<file path="src/logic/decode_consts.svh">
`ifndef DECODE_CONSTS_SVH
`define DECODE_CONSTS_SVH

// data path widths
`define WORD_WD       32
`define REG_ADDR_WD   5
`define EXC_CODE_WD   5
`define REG_NUM       32
`define REG_RA        5'd31        // jal link register

// primary opcodes
`define OP_SPECIAL    6'h00
`define OP_JAL        6'h03
`define OP_BEQ        6'h04
`define OP_BNE        6'h05
`define OP_ADDIU      6'h09
`define OP_LUI        6'h0f
`define OP_LW         6'h23
`define OP_SW         6'h2b

// funct codes under OP_SPECIAL
`define FN_SLL        6'h00
`define FN_SRL        6'h02
`define FN_SRA        6'h03
`define FN_JR         6'h08
`define FN_SYSCALL    6'h0c
`define FN_BREAK      6'h0d
`define FN_ADDU       6'h21
`define FN_SUBU       6'h23
`define FN_AND        6'h24
`define FN_OR         6'h25
`define FN_XOR        6'h26
`define FN_NOR        6'h27
`define FN_SLT        6'h2a
`define FN_SLTU       6'h2b

// cp0 cause codes
`define EXC_INT       5'h00
`define EXC_SYS       5'h08
`define EXC_BP        5'h09
`define EXC_RI        5'h0a

// one-hot alu operation bits
`define ALU_OP_WD     12
`define ALU_ADD       0
`define ALU_SUB       1
`define ALU_SLT       2
`define ALU_SLTU      3
`define ALU_AND       4
`define ALU_NOR       5
`define ALU_OR        6
`define ALU_XOR       7
`define ALU_SLL       8
`define ALU_SRL       9
`define ALU_SRA       10
`define ALU_LUI       11

// second operand select
`define SRC2_REG      2'b00
`define SRC2_ZIMM     2'b01
`define SRC2_SIMM     2'b10

`define NUM_BYPASS    3            // execute, memory, writeback

`endif

</file>
<file path="src/logic/decode_pkg.sv">
`default_nettype none
`include "decode_consts.svh"

package decode_pkg;

    typedef logic [`WORD_WD-1:0]     word_t;
    typedef logic [`REG_ADDR_WD-1:0] reg_addr_t;
    typedef logic [`EXC_CODE_WD-1:0] exc_code_t;
    typedef logic [`ALU_OP_WD-1:0]   alu_op_t;
    typedef logic [1:0]              src2_sel_t;   // reg, zero-ext imm, sign-ext imm

    // fetch stage output, 71 bits
    typedef struct packed {
        logic      ex;
        exc_code_t exc_code;
        logic      bd;          // in a delay slot
        word_t     inst;
        word_t     pc;
    } fetch_bus_t;

    typedef struct packed {
        reg_addr_t dest;        // 0 when the stage writes nothing
        word_t     result;
    } bypass_t;

    typedef struct packed {
        logic      we;
        reg_addr_t waddr;
        word_t     wdata;
    } wb_write_t;

    typedef struct packed {
        logic       ie;
        logic       exl;
        logic [7:0] im;
        logic [7:0] ip;
    } cp0_int_t;

    typedef struct packed {
        alu_op_t   alu_op;
        logic      load_op;
        logic      src1_is_sa;
        logic      src1_is_pc;
        src2_sel_t src2_sel;
        logic      src2_is_8;   // jal link offset
        logic      gr_we;
        logic      mem_we;
        reg_addr_t dest;
        logic [15:0] imm;
    } ctrl_t;

    typedef struct packed {
        ctrl_t     ctrl;
        word_t     rs_value;
        word_t     rt_value;
        word_t     pc;
        logic      ex;
        exc_code_t exc_code;
        logic      bd;
    } ds_to_es_t;

    typedef enum logic [1:0] {
        IDLE,
        TAGGED,
        WAIT_CLEAR
    } int_state_t;

endpackage

`default_nettype wire

</file>
<file path="src/logic/inst_decoder.sv">
`timescale 1ns/1ns
`default_nettype none
`include "decode_consts.svh"

module inst_decoder (
    input  wire decode_pkg::word_t inst,
    output decode_pkg::ctrl_t      ctrl,
    output logic                   uses_rs,
    output logic                   uses_rt,
    output logic                   reserved,
    output logic                   is_syscall,
    output logic                   is_break
);

    logic [5:0]            opcode;
    logic [5:0]            funct;
    decode_pkg::reg_addr_t rs;
    decode_pkg::reg_addr_t rt;
    decode_pkg::reg_addr_t rd;
    decode_pkg::reg_addr_t sa;
    logic                  special;
    logic                  r_alu;      // register form with sa field zero
    logic                  r_shift;    // shift form with rs field zero
    logic inst_addu, inst_subu, inst_slt, inst_sltu;
    logic inst_and, inst_or, inst_xor, inst_nor;
    logic inst_sll, inst_srl, inst_sra;
    logic inst_addiu, inst_lui, inst_lw, inst_sw;
    logic inst_beq, inst_bne, inst_jal, inst_jr;
    logic                  writes_reg;
    logic                  dst_is_rt;

    assign opcode = inst[31:26];
    assign rs     = inst[25:21];
    assign rt     = inst[20:16];
    assign rd     = inst[15:11];
    assign sa     = inst[10:6];
    assign funct  = inst[5:0];

    assign special = (opcode == `OP_SPECIAL);
    assign r_alu   = special && (sa == '0);
    assign r_shift = special && (rs == '0);

    assign inst_addu  = r_alu && (funct == `FN_ADDU);
    assign inst_subu  = r_alu && (funct == `FN_SUBU);
    assign inst_slt   = r_alu && (funct == `FN_SLT);
    assign inst_sltu  = r_alu && (funct == `FN_SLTU);
    assign inst_and   = r_alu && (funct == `FN_AND);
    assign inst_or    = r_alu && (funct == `FN_OR);
    assign inst_xor   = r_alu && (funct == `FN_XOR);
    assign inst_nor   = r_alu && (funct == `FN_NOR);
    assign inst_sll   = r_shift && (funct == `FN_SLL);
    assign inst_srl   = r_shift && (funct == `FN_SRL);
    assign inst_sra   = r_shift && (funct == `FN_SRA);
    assign inst_jr    = r_alu && (funct == `FN_JR) && (rt == '0) && (rd == '0);
    assign inst_addiu = (opcode == `OP_ADDIU);
    assign inst_lui   = (opcode == `OP_LUI) && (rs == '0);
    assign inst_lw    = (opcode == `OP_LW);
    assign inst_sw    = (opcode == `OP_SW);
    assign inst_beq   = (opcode == `OP_BEQ);
    assign inst_bne   = (opcode == `OP_BNE);
    assign inst_jal   = (opcode == `OP_JAL);

    // code field of syscall and break is ignored
    assign is_syscall = special && (funct == `FN_SYSCALL);
    assign is_break   = special && (funct == `FN_BREAK);

    assign writes_reg = inst_addu | inst_subu | inst_slt | inst_sltu | inst_and | inst_or |
                        inst_xor | inst_nor | inst_sll | inst_srl | inst_sra |
                        inst_addiu | inst_lui | inst_lw | inst_jal;
    assign dst_is_rt  = inst_addiu | inst_lui | inst_lw;

    assign reserved = !(writes_reg | inst_sw | inst_beq | inst_bne | inst_jr |
                        is_syscall | is_break);

    // shifts take sa instead of rs
    assign uses_rs = inst_addu | inst_subu | inst_slt | inst_sltu | inst_and | inst_or |
                     inst_xor | inst_nor | inst_addiu | inst_lw | inst_sw |
                     inst_beq | inst_bne | inst_jr;
    assign uses_rt = inst_addu | inst_subu | inst_slt | inst_sltu | inst_and | inst_or |
                     inst_xor | inst_nor | inst_sll | inst_srl | inst_sra |
                     inst_sw | inst_beq | inst_bne;

    always_comb begin
        ctrl = '0;
        ctrl.alu_op[`ALU_ADD]  = inst_addu | inst_addiu | inst_lw | inst_sw | inst_jal;
        ctrl.alu_op[`ALU_SUB]  = inst_subu;
        ctrl.alu_op[`ALU_SLT]  = inst_slt;
        ctrl.alu_op[`ALU_SLTU] = inst_sltu;
        ctrl.alu_op[`ALU_AND]  = inst_and;
        ctrl.alu_op[`ALU_NOR]  = inst_nor;
        ctrl.alu_op[`ALU_OR]   = inst_or;
        ctrl.alu_op[`ALU_XOR]  = inst_xor;
        ctrl.alu_op[`ALU_SLL]  = inst_sll;
        ctrl.alu_op[`ALU_SRL]  = inst_srl;
        ctrl.alu_op[`ALU_SRA]  = inst_sra;
        ctrl.alu_op[`ALU_LUI]  = inst_lui;
        ctrl.load_op    = inst_lw;
        ctrl.src1_is_sa = inst_sll | inst_srl | inst_sra;
        ctrl.src1_is_pc = inst_jal;        // pc + 8 as link value
        ctrl.src2_is_8  = inst_jal;
        if (inst_lui) begin
            ctrl.src2_sel = `SRC2_ZIMM;
        end else if (inst_addiu | inst_lw | inst_sw) begin
            ctrl.src2_sel = `SRC2_SIMM;
        end else begin
            ctrl.src2_sel = `SRC2_REG;
        end
        ctrl.gr_we  = writes_reg;
        ctrl.mem_we = inst_sw;
        if (!writes_reg) begin
            ctrl.dest = '0;                // stores, branches, jr, traps
        end else if (inst_jal) begin
            ctrl.dest = `REG_RA;
        end else if (dst_is_rt) begin
            ctrl.dest = rt;
        end else begin
            ctrl.dest = rd;
        end
        ctrl.imm = inst[15:0];
    end

endmodule

`default_nettype wire

</file>
<file path="src/logic/register_file.sv">
`timescale 1ns/1ns
`default_nettype none
`include "decode_consts.svh"

module register_file (
    input  wire                          clk,
    input  wire                          reset,
    input  wire decode_pkg::reg_addr_t   raddr1,
    input  wire decode_pkg::reg_addr_t   raddr2,
    output decode_pkg::word_t            rdata1,
    output decode_pkg::word_t            rdata2,
    input  wire decode_pkg::wb_write_t   wr
);

    decode_pkg::word_t regs [`REG_NUM];

    always_ff @(posedge clk) begin
        if (reset) begin
            for (int i = 0; i < `REG_NUM; i++) begin
                regs[i] <= '0;
            end
        end else if (wr.we && (wr.waddr != '0)) begin   // r0 stays zero
            regs[wr.waddr] <= wr.wdata;
        end
    end

    // no write-through, writeback bypass covers the same cycle
    assign rdata1 = (raddr1 == '0) ? '0 : regs[raddr1];
    assign rdata2 = (raddr2 == '0) ? '0 : regs[raddr2];

    a_write_addr_known: assert property (
        @(posedge clk) disable iff (reset)
        wr.we |-> !$isunknown(wr.waddr)
    ) else $error("register write with unknown address");

endmodule

`default_nettype wire

</file>
<file path="src/logic/operand_forward.sv">
`timescale 1ns/1ns
`default_nettype none
`include "decode_consts.svh"

module operand_forward (
    input  wire decode_pkg::reg_addr_t rs,
    input  wire decode_pkg::reg_addr_t rt,
    input  wire                        uses_rs,
    input  wire                        uses_rt,
    input  wire decode_pkg::word_t     rf_rs,
    input  wire decode_pkg::word_t     rf_rt,
    input  wire decode_pkg::bypass_t   bypass [`NUM_BYPASS],   // 0 is execute
    input  wire                        exe_load,
    output decode_pkg::word_t          rs_value,
    output decode_pkg::word_t          rt_value,
    output logic                       load_stall
);

    // a source hits a bypass entry; r0 never matches
    function automatic logic src_hit(
        input decode_pkg::reg_addr_t src,
        input logic                  used,
        input decode_pkg::reg_addr_t dest
    );
        return used && (src != '0) && (src == dest);
    endfunction

    // youngest matching result wins, else the register file
    function automatic decode_pkg::word_t pick(
        input decode_pkg::reg_addr_t src,
        input logic                  used,
        input decode_pkg::word_t     rf_value,
        input decode_pkg::bypass_t   bp [`NUM_BYPASS]
    );
        decode_pkg::word_t value;
        value = rf_value;
        for (int i = `NUM_BYPASS - 1; i >= 0; i--) begin   // oldest first, overwritten
            if (src_hit(src, used, bp[i].dest)) begin
                value = bp[i].result;
            end
        end
        return value;
    endfunction

    always_comb begin
        rs_value = pick(rs, uses_rs, rf_rs, bypass);
        rt_value = pick(rt, uses_rt, rf_rt, bypass);
    end

    // load result not ready until memory stage
    assign load_stall = exe_load &&
                        (src_hit(rs, uses_rs, bypass[0].dest) ||
                         src_hit(rt, uses_rt, bypass[0].dest));

endmodule

`default_nettype wire

</file>
<file path="src/logic/int_tag_fsm.sv">
`timescale 1ns/1ns
`default_nettype none

module int_tag_fsm (
    input  wire                         clk,
    input  wire                         reset,
    input  wire decode_pkg::cp0_int_t   cp0,
    input  wire                         stage_valid,
    input  wire                         handoff,     // item moves to execute
    output logic                        int_tag
);

    decode_pkg::int_state_t state;
    decode_pkg::int_state_t state_next;
    logic                   pending;

    assign pending = ((cp0.ip & cp0.im) != '0) && cp0.ie && !cp0.exl;

    always_comb begin
        state_next = state;
        int_tag    = 1'b0;
        case (state)
            decode_pkg::IDLE: begin
                if (pending && stage_valid) begin
                    int_tag = 1'b1;
                    // tagged item may leave in the same cycle
                    state_next = handoff ? decode_pkg::WAIT_CLEAR : decode_pkg::TAGGED;
                end
            end
            decode_pkg::TAGGED: begin
                int_tag = 1'b1;                  // hold until the item leaves
                if (handoff) begin
                    state_next = decode_pkg::WAIT_CLEAR;
                end
            end
            decode_pkg::WAIT_CLEAR: begin
                if (!pending) begin
                    state_next = decode_pkg::IDLE;
                end
            end
            default: begin
                state_next = decode_pkg::IDLE;
            end
        endcase
    end

    always_ff @(posedge clk) begin
        if (reset) begin
            state <= decode_pkg::IDLE;
        end else begin
            state <= state_next;
        end
    end

    a_state_legal: assert property (
        @(posedge clk) disable iff (reset)
        state inside {decode_pkg::IDLE, decode_pkg::TAGGED, decode_pkg::WAIT_CLEAR}
    ) else $error("interrupt tag state at illegal encoding");

endmodule

`default_nettype wire

</file>
<file path="src/logic/decode_stage.sv">
`timescale 1ns/1ns
`default_nettype none
`include "decode_consts.svh"

module decode_stage (
    input  wire                          clk,
    input  wire                          reset,
    input  wire                          fs_valid,
    input  wire decode_pkg::fetch_bus_t  fs_bus,
    output logic                         allowin,
    input  wire                          es_allowin,
    output logic                         es_valid,
    output decode_pkg::ds_to_es_t        es_bus,
    input  wire decode_pkg::wb_write_t   wb_write,
    input  wire decode_pkg::bypass_t     bypass [`NUM_BYPASS],
    input  wire                          exe_load,
    input  wire decode_pkg::cp0_int_t    cp0,
    input  wire                          flush
);

    logic                   valid;
    decode_pkg::fetch_bus_t fs_r;          // latched fetch bundle
    decode_pkg::ctrl_t      ctrl;
    logic                   uses_rs;
    logic                   uses_rt;
    logic                   reserved;
    logic                   is_syscall;
    logic                   is_break;
    decode_pkg::word_t      rf_rs;
    decode_pkg::word_t      rf_rt;
    decode_pkg::word_t      rs_value;
    decode_pkg::word_t      rt_value;
    logic                   load_stall;
    logic                   ready_go;
    logic                   handoff;
    logic                   int_tag;
    decode_pkg::reg_addr_t  rs;
    decode_pkg::reg_addr_t  rt;

    assign rs = fs_r.inst[25:21];
    assign rt = fs_r.inst[20:16];

    assign ready_go = !load_stall;
    assign allowin  = !valid || (ready_go && es_allowin);
    assign es_valid = valid && ready_go;
    assign handoff  = es_valid && es_allowin;

    always_ff @(posedge clk) begin
        if (reset || flush) begin
            valid <= 1'b0;
        end else if (allowin) begin
            valid <= fs_valid;
        end
    end

    always_ff @(posedge clk) begin
        if (reset || flush) begin
            fs_r <= '0;                    // flushed item never reaches execute
        end else if (fs_valid && allowin) begin
            fs_r <= fs_bus;
        end
    end

    inst_decoder u_decoder (
        .inst       (fs_r.inst),
        .ctrl       (ctrl),
        .uses_rs    (uses_rs),
        .uses_rt    (uses_rt),
        .reserved   (reserved),
        .is_syscall (is_syscall),
        .is_break   (is_break)
    );

    register_file u_regfile (
        .clk    (clk),
        .reset  (reset),
        .raddr1 (rs),
        .raddr2 (rt),
        .rdata1 (rf_rs),
        .rdata2 (rf_rt),
        .wr     (wb_write)
    );

    operand_forward u_forward (
        .rs         (rs),
        .rt         (rt),
        .uses_rs    (uses_rs),
        .uses_rt    (uses_rt),
        .rf_rs      (rf_rs),
        .rf_rt      (rf_rt),
        .bypass     (bypass),
        .exe_load   (exe_load),
        .rs_value   (rs_value),
        .rt_value   (rt_value),
        .load_stall (load_stall)
    );

    int_tag_fsm u_int_tag (
        .clk         (clk),
        .reset       (reset),
        .cp0         (cp0),
        .stage_valid (valid),
        .handoff     (handoff),
        .int_tag     (int_tag)
    );

    always_comb begin
        es_bus          = '0;
        es_bus.ctrl     = ctrl;
        es_bus.rs_value = rs_value;
        es_bus.rt_value = rt_value;
        es_bus.pc       = fs_r.pc;
        es_bus.bd       = fs_r.bd;
        es_bus.ex       = fs_r.ex | int_tag | reserved | is_syscall | is_break;
        // fetch fault first, then interrupt, RI, syscall, break
        if (fs_r.ex) begin
            es_bus.exc_code = fs_r.exc_code;
        end else if (int_tag) begin
            es_bus.exc_code = `EXC_INT;
        end else if (reserved) begin
            es_bus.exc_code = `EXC_RI;
        end else if (is_syscall) begin
            es_bus.exc_code = `EXC_SYS;
        end else if (is_break) begin
            es_bus.exc_code = `EXC_BP;
        end
    end

    // a blocked bundle stays in place for the next cycle
    a_hold_blocked: assert property (
        @(posedge clk) disable iff (reset)
        es_valid && !es_allowin && !flush |=> valid && $stable(fs_r)
    ) else $error("blocked decode bundle was not held");

endmodule

`default_nettype wire

</file>
<file path="config.mk">
export PLATFORM = sky130hd
export DESIGN_NAME = decode_stage
export DESIGN_NICKNAME = d
export VERILOG_FILES = /design/src/logic/decode_pkg.sv /design/src/logic/inst_decoder.sv /design/src/logic/register_file.sv /design/src/logic/operand_forward.sv /design/src/logic/int_tag_fsm.sv /design/src/logic/decode_stage.sv
export VERILOG_INCLUDE_DIRS = /design/src /design/src/logic
export SDC_FILE = /design/constraint.sdc
export NUM_CORES = 2
export LEC_CHECK = 0
export ABC_CLOCK_PERIOD_IN_PS = 7600
export BUFFER_PORTS_ARGS = -buffer_cell sky130_fd_sc_hd__buf_2
export CORE_AREA = 5 5 545 332
export CTS_CLUSTER_DIAMETER = 40
export DETAILED_ROUTE_END_ITERATION = 7
export DIE_AREA = 0 0 550 337
export PLACE_DENSITY = 0.61
export SLEW_MARGIN = 40
export SYNTH_ARGS = -nofsm -noshare
export SYNTH_HDL_FRONTEND = slang
export SYNTH_HIERARCHICAL = 1
export SYNTH_SLANG_ARGS = --single-unit
</file>
<file path="constraint.sdc">
create_clock -name clk -period 7.6 [get_ports clk]
set_clock_uncertainty 0.15 [all_clocks]
set_input_delay 0 -clock clk [delete_from_list [all_inputs] [get_ports clk]]
set_output_delay 0 -clock clk [all_outputs]
set_load 0.02 [all_outputs]
</file>
-- Yosys cells after proc, flatten, opt, wreduce, memory -nomap -nowiden
Memories as Yosys holds them, arrays and structs flattened. A register that Yosys moved wholly into a read port is not among the register bits.
Index checks and enable logic that the tools add are counted.
- flip-flop bits (word level): 74
- memory bits (writable): 1024
- input port bits: 244
- output and inout bits: 146
- memories: 1
- equal/unequal tests: 31
- muxes and demuxes: 37
- bitwise logic cells: 44
- reduce and logical (&&, ||, !) cells: 56
- memory list (name ; words ; width ; read ports ; clocked after memory_dff ; wr ports ; line ; source):
    u_regfile.regs ; 32 ; 32 ; 2 ; 2 ; 32 ; register_file.sv:15 ; decode_pkg::word_t regs [`REG_NUM];
- operators by type and width (kind ; count):
    32-bit two-way mux ; 9
    6-bit equality test (second input constant) ; 10
    5-bit two-way mux ; 9
    1-bit bitwise OR ; 43
    1-bit logical AND ; 36
    32-bit OR reduction ; 1
    5-bit equality test ; 6
    6-bit by 4-bit equality test with 1-bit output (second input constant) ; 5
    5-bit logical NOT ; 4
    6-bit by 2-bit equality test with 1-bit output (second input constant) ; 3
    4-bit two-way mux ; 4
    5-bit nonzero test ; 3
    6-bit by 3-bit equality test with 1-bit output (second input constant) ; 2
    6-bit logical NOT ; 2
    2-bit two-way mux ; 6
    8-bit AND ; 1
    8-bit nonzero test ; 1
    1-bit two-way mux ; 7
    2-bit case mux with 3 select lines ; 1
    1-bit logical NOT ; 4
    2-bit by 1-bit != test with 1-bit output (second input constant) ; 2
    1-bit logical OR ; 3
    3-bit AND reduction ; 1
    2-bit by 1-bit equality test with 1-bit output (second input constant) ; 1
    other kinds (4) ; 4

-- Longest topological paths before layout
- word-level depth: 27
- mapped depth: 14
- gate-level depth less buffers: 12

-- Cells and area by module
The synthesis kept the hierarchy.
- by module, submodules not included (module ; times used ; cells an instance ; area an instance (um^2) ; seq. area each (um^2)):
    register_file ; 1 ; 3502 ; 54253.3 ; 30749.5
    decode_stage ; 1 ; 358 ; 3372.0 ; 1441.4
    operand_forward ; 1 ; 307 ; 2209.6 ; 0.0
    inst_decoder ; 1 ; 129 ; 889.6 ; 0.0
    int_tag_fsm ; 1 ; 17 ; 150.1 ; 40.0

-- Least setup slack after synthesis
Ideal clock, no wire load.
- kind: reg-to-reg
- start point: register fs_r[59] (netlist name)
- end point: register u_int_tag.state[0]
- setup time: 101 ps
- data arrival time: 3356 ps
- required time: 7349 ps
- path slack: 3993 ps
- stages on the path, launching flop included: 12
- path buffers: 1
- path through: dfxtp_1 or4_4 or4_4 o311ai_2 o21a_1 nand3_1 buf_2 a21boi_0 and2b_2 and2_1 or3_2 o41ai_1
- cells in the longest elaborated chain, start to end: 26
- elaborated cells on any way between the ends: 55
- ends and longest elaborated chain (item ; line ; source):
    start: declaration ; decode_stage.sv:22 ; decode_pkg::fetch_bus_t fs_r;
    start signal: assignment ; decode_stage.sv:60 ; fs_r <= fs_bus;
    6-bit logical NOT (no source line) ; - ;
    1-bit logical AND ; inst_decoder.sv:40 ; assign r_alu = special && (sa == '0);
    1-bit logical AND (on tied branches) ; inst_decoder.sv:43, inst_decoder.sv:44 ;
    1-bit bitwise OR (6 in a row) ; inst_decoder.sv:76 ; assign uses_rs = inst_addu | inst_subu | inst_slt | inst_sltu | inst_and | inst_or |
    1-bit bitwise OR (5 in a row) ; inst_decoder.sv:77 ; inst_xor | inst_nor | inst_addiu | inst_lw | inst_sw |
    1-bit bitwise OR ; inst_decoder.sv:78 ; inst_beq | inst_bne | inst_jr;
    1-bit bitwise OR * ; inst_decoder.sv:78 ;
    net uses_rs ; decode_stage.sv:24 ; logic uses_rs;
    [... 4 more ...] ; - ;
    net load_stall ; decode_stage.sv:33 ; logic load_stall;
    1-bit logical NOT * ; decode_stage.sv:43 ; assign ready_go = !load_stall;
    1-bit logical AND * ; decode_stage.sv:45 ; assign es_valid = valid && ready_go;
    net es_valid ; decode_stage.sv:12 ; output logic es_valid,
    1-bit logical AND * ; decode_stage.sv:46 ; assign handoff = es_valid && es_allowin;
    net handoff ; decode_stage.sv:35 ; logic handoff;
    2-bit two-way mux ; int_tag_fsm.sv:27 ; state_next = handoff ? decode_pkg::WAIT_CLEAR : decode_pkg::TAGGED;
    2-bit two-way mux ; int_tag_fsm.sv:24 ; if (pending && stage_valid) begin
    2-bit case mux with 3 select lines ; int_tag_fsm.sv:22 ; case (state)
    end signal: assignment ; int_tag_fsm.sv:49 ; state <= decode_pkg::IDLE;
    end signal: assignment ; int_tag_fsm.sv:51 ; state <= state_next;
    end: declaration ; int_tag_fsm.sv:13 ; decode_pkg::int_state_t state;
Mark *: on every way through the listed nets, which the timed path passes. The rest lies on a longest branch. The select of a mux whose other input is x is not followed.
A chain may end at the register's enable or synchronous reset.

==> impl_metrics.toml <==
[outcome]
outcome = "complete, no violations"

[yosys]
yosys_warnings = 6
ys_types = 76
synth_top_cell_by_area = "edfxtp_1"
synth_area_sq_mm = 0.0609
synth_top_area_share = 0.505
synth-seq-area-share = 0.529
synth_seq_cells = 1098
synth_common_cells = "edfxtp_1 (1024), and2_1 (1003), mux4_2 (472), mux2i_1 (285), clkbuf_1 (283)"
synth.avg_cell_area_sq_um = 14.1
async_flop_share = 0
yosys-top-cells-area = "edfxtp_1 (51%), mux4_2 (17%), and2_1 (10%)"
synthCells = 4313
synth_most_common_cell = "edfxtp_1"
synth_enable_flop_cells = 1024
synth-main-ff-cell = "edfxtp_1"

[detailed_routing]
drc = 0
viasPerCell = 5.96
vias = 42800
wire_per_inst_microns = 31.1
drt_iter0_drc = 7097
wirelength_mm = 223
antenna_left = 0
firstDrtPassIters = 7

[setup_path]
rrSetupSlack_ns = 2.63
r2r_start = "fs_r[53]$_SDFFE_PP0P_"
endpoint_kind = "output port"
path_max_fanout = 28
critPathKind = "flip-flop to output port"
crit_required_ns = 7.45
critPathArrivalTime_ns = 5.02
reg2reg_to = "es_bus[20]$_SDFFE_PP0P_"
rr_worst_depth = 13
crit_path_start_kind = "flip-flop"

[cts]
cts_tree = "yes"
insertion_delay_ns = 0.76
cts_root_buffer = "clkbuf_16"
clockBufferDepth = 3
cts_hold_buffers = 223
cts_buffers = 118
cts_sinks = 1098
clk_pin_slew_worst_paths_ns = 0.07
cts.htree.levels = 3
cts_resized = 0
post_cts_buffers = 0

[place]
pre_cts_slack_ns = 3.04
io_buffer_count = 389
place.gp.congestion = 0.900
place_hpwl_mm = 136

[finish]
multi_input_area_sq_mm = 0.0260
syn2layout_area_growth_pct = 16.3
drive_above_1_share = 0.277
nets = 4949
seq_area_sq_mm = 0.0323
fillers = 16000

[global_route]
grt_pass1_wl_mm = 312
grt.overflow.total = 0
grt.total_usage = 0.233
grt_pass1_vias = 41600
antenna_found_initial = 22
grt_max_degree = 111

[sta]
worst_slew_pin_slew_ns = 0.961
max_slew_margin = 0.359
timing.fmax_mhz = 193
timing.hold.ws_ns = 0.0648
setup_tns_ns = 0
rsz0062_at_grt = "no"
fin_crit_sh = 0.680
fin_crit_ns = 5.17
final_hold_viol_count = 0
slew_viol_final = 0
setup_viol = 0
timing.final.ws_setup_ns = 2.43

[die]
core-area_sq_mm = 0.176
ios = 390
die_w_microns = 550
die_h_microns = 337
die_area_sq_mm = 0.185
rows = 120
start_util = 0.346

[power_and_ir_drop]
switchingPower_mw = 3.89
pwr-share-seq = 0.478
sw_frac_of_total = 0.261
p_per_area_mw_per_mm2 = 211
p_clk_frac = 0.406
vdd_drop_max_uv = 195
p_leak_nw = 24.1
combinationalPowerShare = 0.116
p_int_mw = 11.0

[hold_path]
hp-class = "input pin to flip-flop"
hp-start = "wb_write[34]"
min_delay_worst_endpoint = "u_regfile/regs[5][14]$_SDFFCE_PN0P_"
hold_path_depth = 4

[run]
max_cap_violations = 0
==> worst max path at each step <==
| stage | slack (ns) | endpoint | cells past startpoint | from |
|---|---|---|---|---|
| 3_5_place_dp | 3.04 | fs_r[32]$_SDFFE_PP0P_ | 12 | fs_r[53]$_SDFFE_PP0P_ |
| 6_report | 2.43 | es_bus[65] | 10 | fs_r[51]$_SDFFE_PP0P_ |
| 5_1_grt | 2.37 | es_bus[84] | 9 | fs_r[55]$_SDFFE_PP0P_ |
| 2_1_floorplan | 3.99 | u_int_tag/state[0]$_SDFFE_PP0P_ | 11 | fs_r[59]$_SDFFE_PP0P_ |
| 3_3_place_gp | 3.14 | fs_r[49]$_SDFFE_PP0P_ | 12 | fs_r[53]$_SDFFE_PP0P_ |
| 4_1_cts | 2.55 | es_bus[65] | 9 | fs_r[48]$_SDFFE_PP0P_ |
==> kinds of logic (layout without fill, tap and decap cells) <==
| kind of cell | Yosys count | count (layout) | synth area share |
|---|---|---|---|
| AO/OA/AOI/OAI | 364 | 364 | 0.0473 |
| XOR/XNOR | 30 | 30 | 0.00432 |
| buffers and inverters | 543 | 1002 | 0.0490 |
| flip-flops | 1098 | 1098 | 0.529 |
| multiplexers | 787 | 787 | 0.227 |
| other | 1 | 37 | 0.0000616 |
| AND/OR/NAND/NOR | 1490 | 1490 | 0.143 |
==> cells in the final DEF (no fill, tap or decap), types with 53 or more instances in the layout <==
cell / instances
nor3_1: 65
clkbuf_16: 118
dfxtp_1: 65
dlygate4sd3_1: 223
nor2_1: 85
buf_2: 388
o22ai_1: 104
a22o_1: 53
and2_1: 1002
mux2i_1: 285
mux4_2: 472
buf_4: 127
a221oi_1: 73
nand2_1: 159
edfxtp_1: 1024
==> worst max-delay path, stage by stage, from the launching register on <==
cell	delay, ns
dfxtp_2	0.36
buf_4	0.55
nor2b_4	0.65
buf_4	0.44
buf_4	0.52
a22o_1	0.24
a2111oi_1	0.06
nor3_1	0.68
mux2i_1	0.16
a221oi_1	0.32
buf_2	0.23
==> cell type report <==
cell class	count	area share
clock buffer	134	0.0426
timing repair buffer	749	0.0754
clock inverter	84	0.0145
multi-input combinational	2703	0.368
inverter	35	0.00186
antenna	5	0.000177
sequential	1098	0.456
tap	2379	0.0420
==> power groups by stage <==
stage	Sequential [mW]	Combinational, mW	Clock, mW
floorplan	7.15	1.04	0
global placement	7.23	1.59	0
detailed placement	7.25	1.60	0
CTS	7.12	1.69	6.10
global route	7.16	1.79	6.37
finish	7.14	1.73	6.05
==> metrics by stage <==
step                power [mW]  cells  utilization  area, sq um
floorplan                 8.19   4344            -        61000
global placement          8.82   6738        0.366        64400
detailed placement        8.85   6739        0.366        64400
CTS                       14.9   7180        0.401        70700
global route              15.3   7182        0.402        70800
finish                    14.9   7187        0.402        70800
==> layer usage <==
layer | wire length (microns) | global-route usage | share of wire
met5 | 27 | 0 | 0.00012
met4 | 7130 | 0.0674 | 0.032
met3 | 30000 | 0.0607 | 0.13
met2 | 95100 | 0.342 | 0.43
met1 | 91200 | 0.340 | 0.41
==> flip-flops by register name, indices dropped and copies added (netlist names) <==
signal	cells
es_bus	33
fs_r	38
u_int_tag/state	2
u_regfile/regs	1024
valid	1
(Power assumes the default switching activity.)
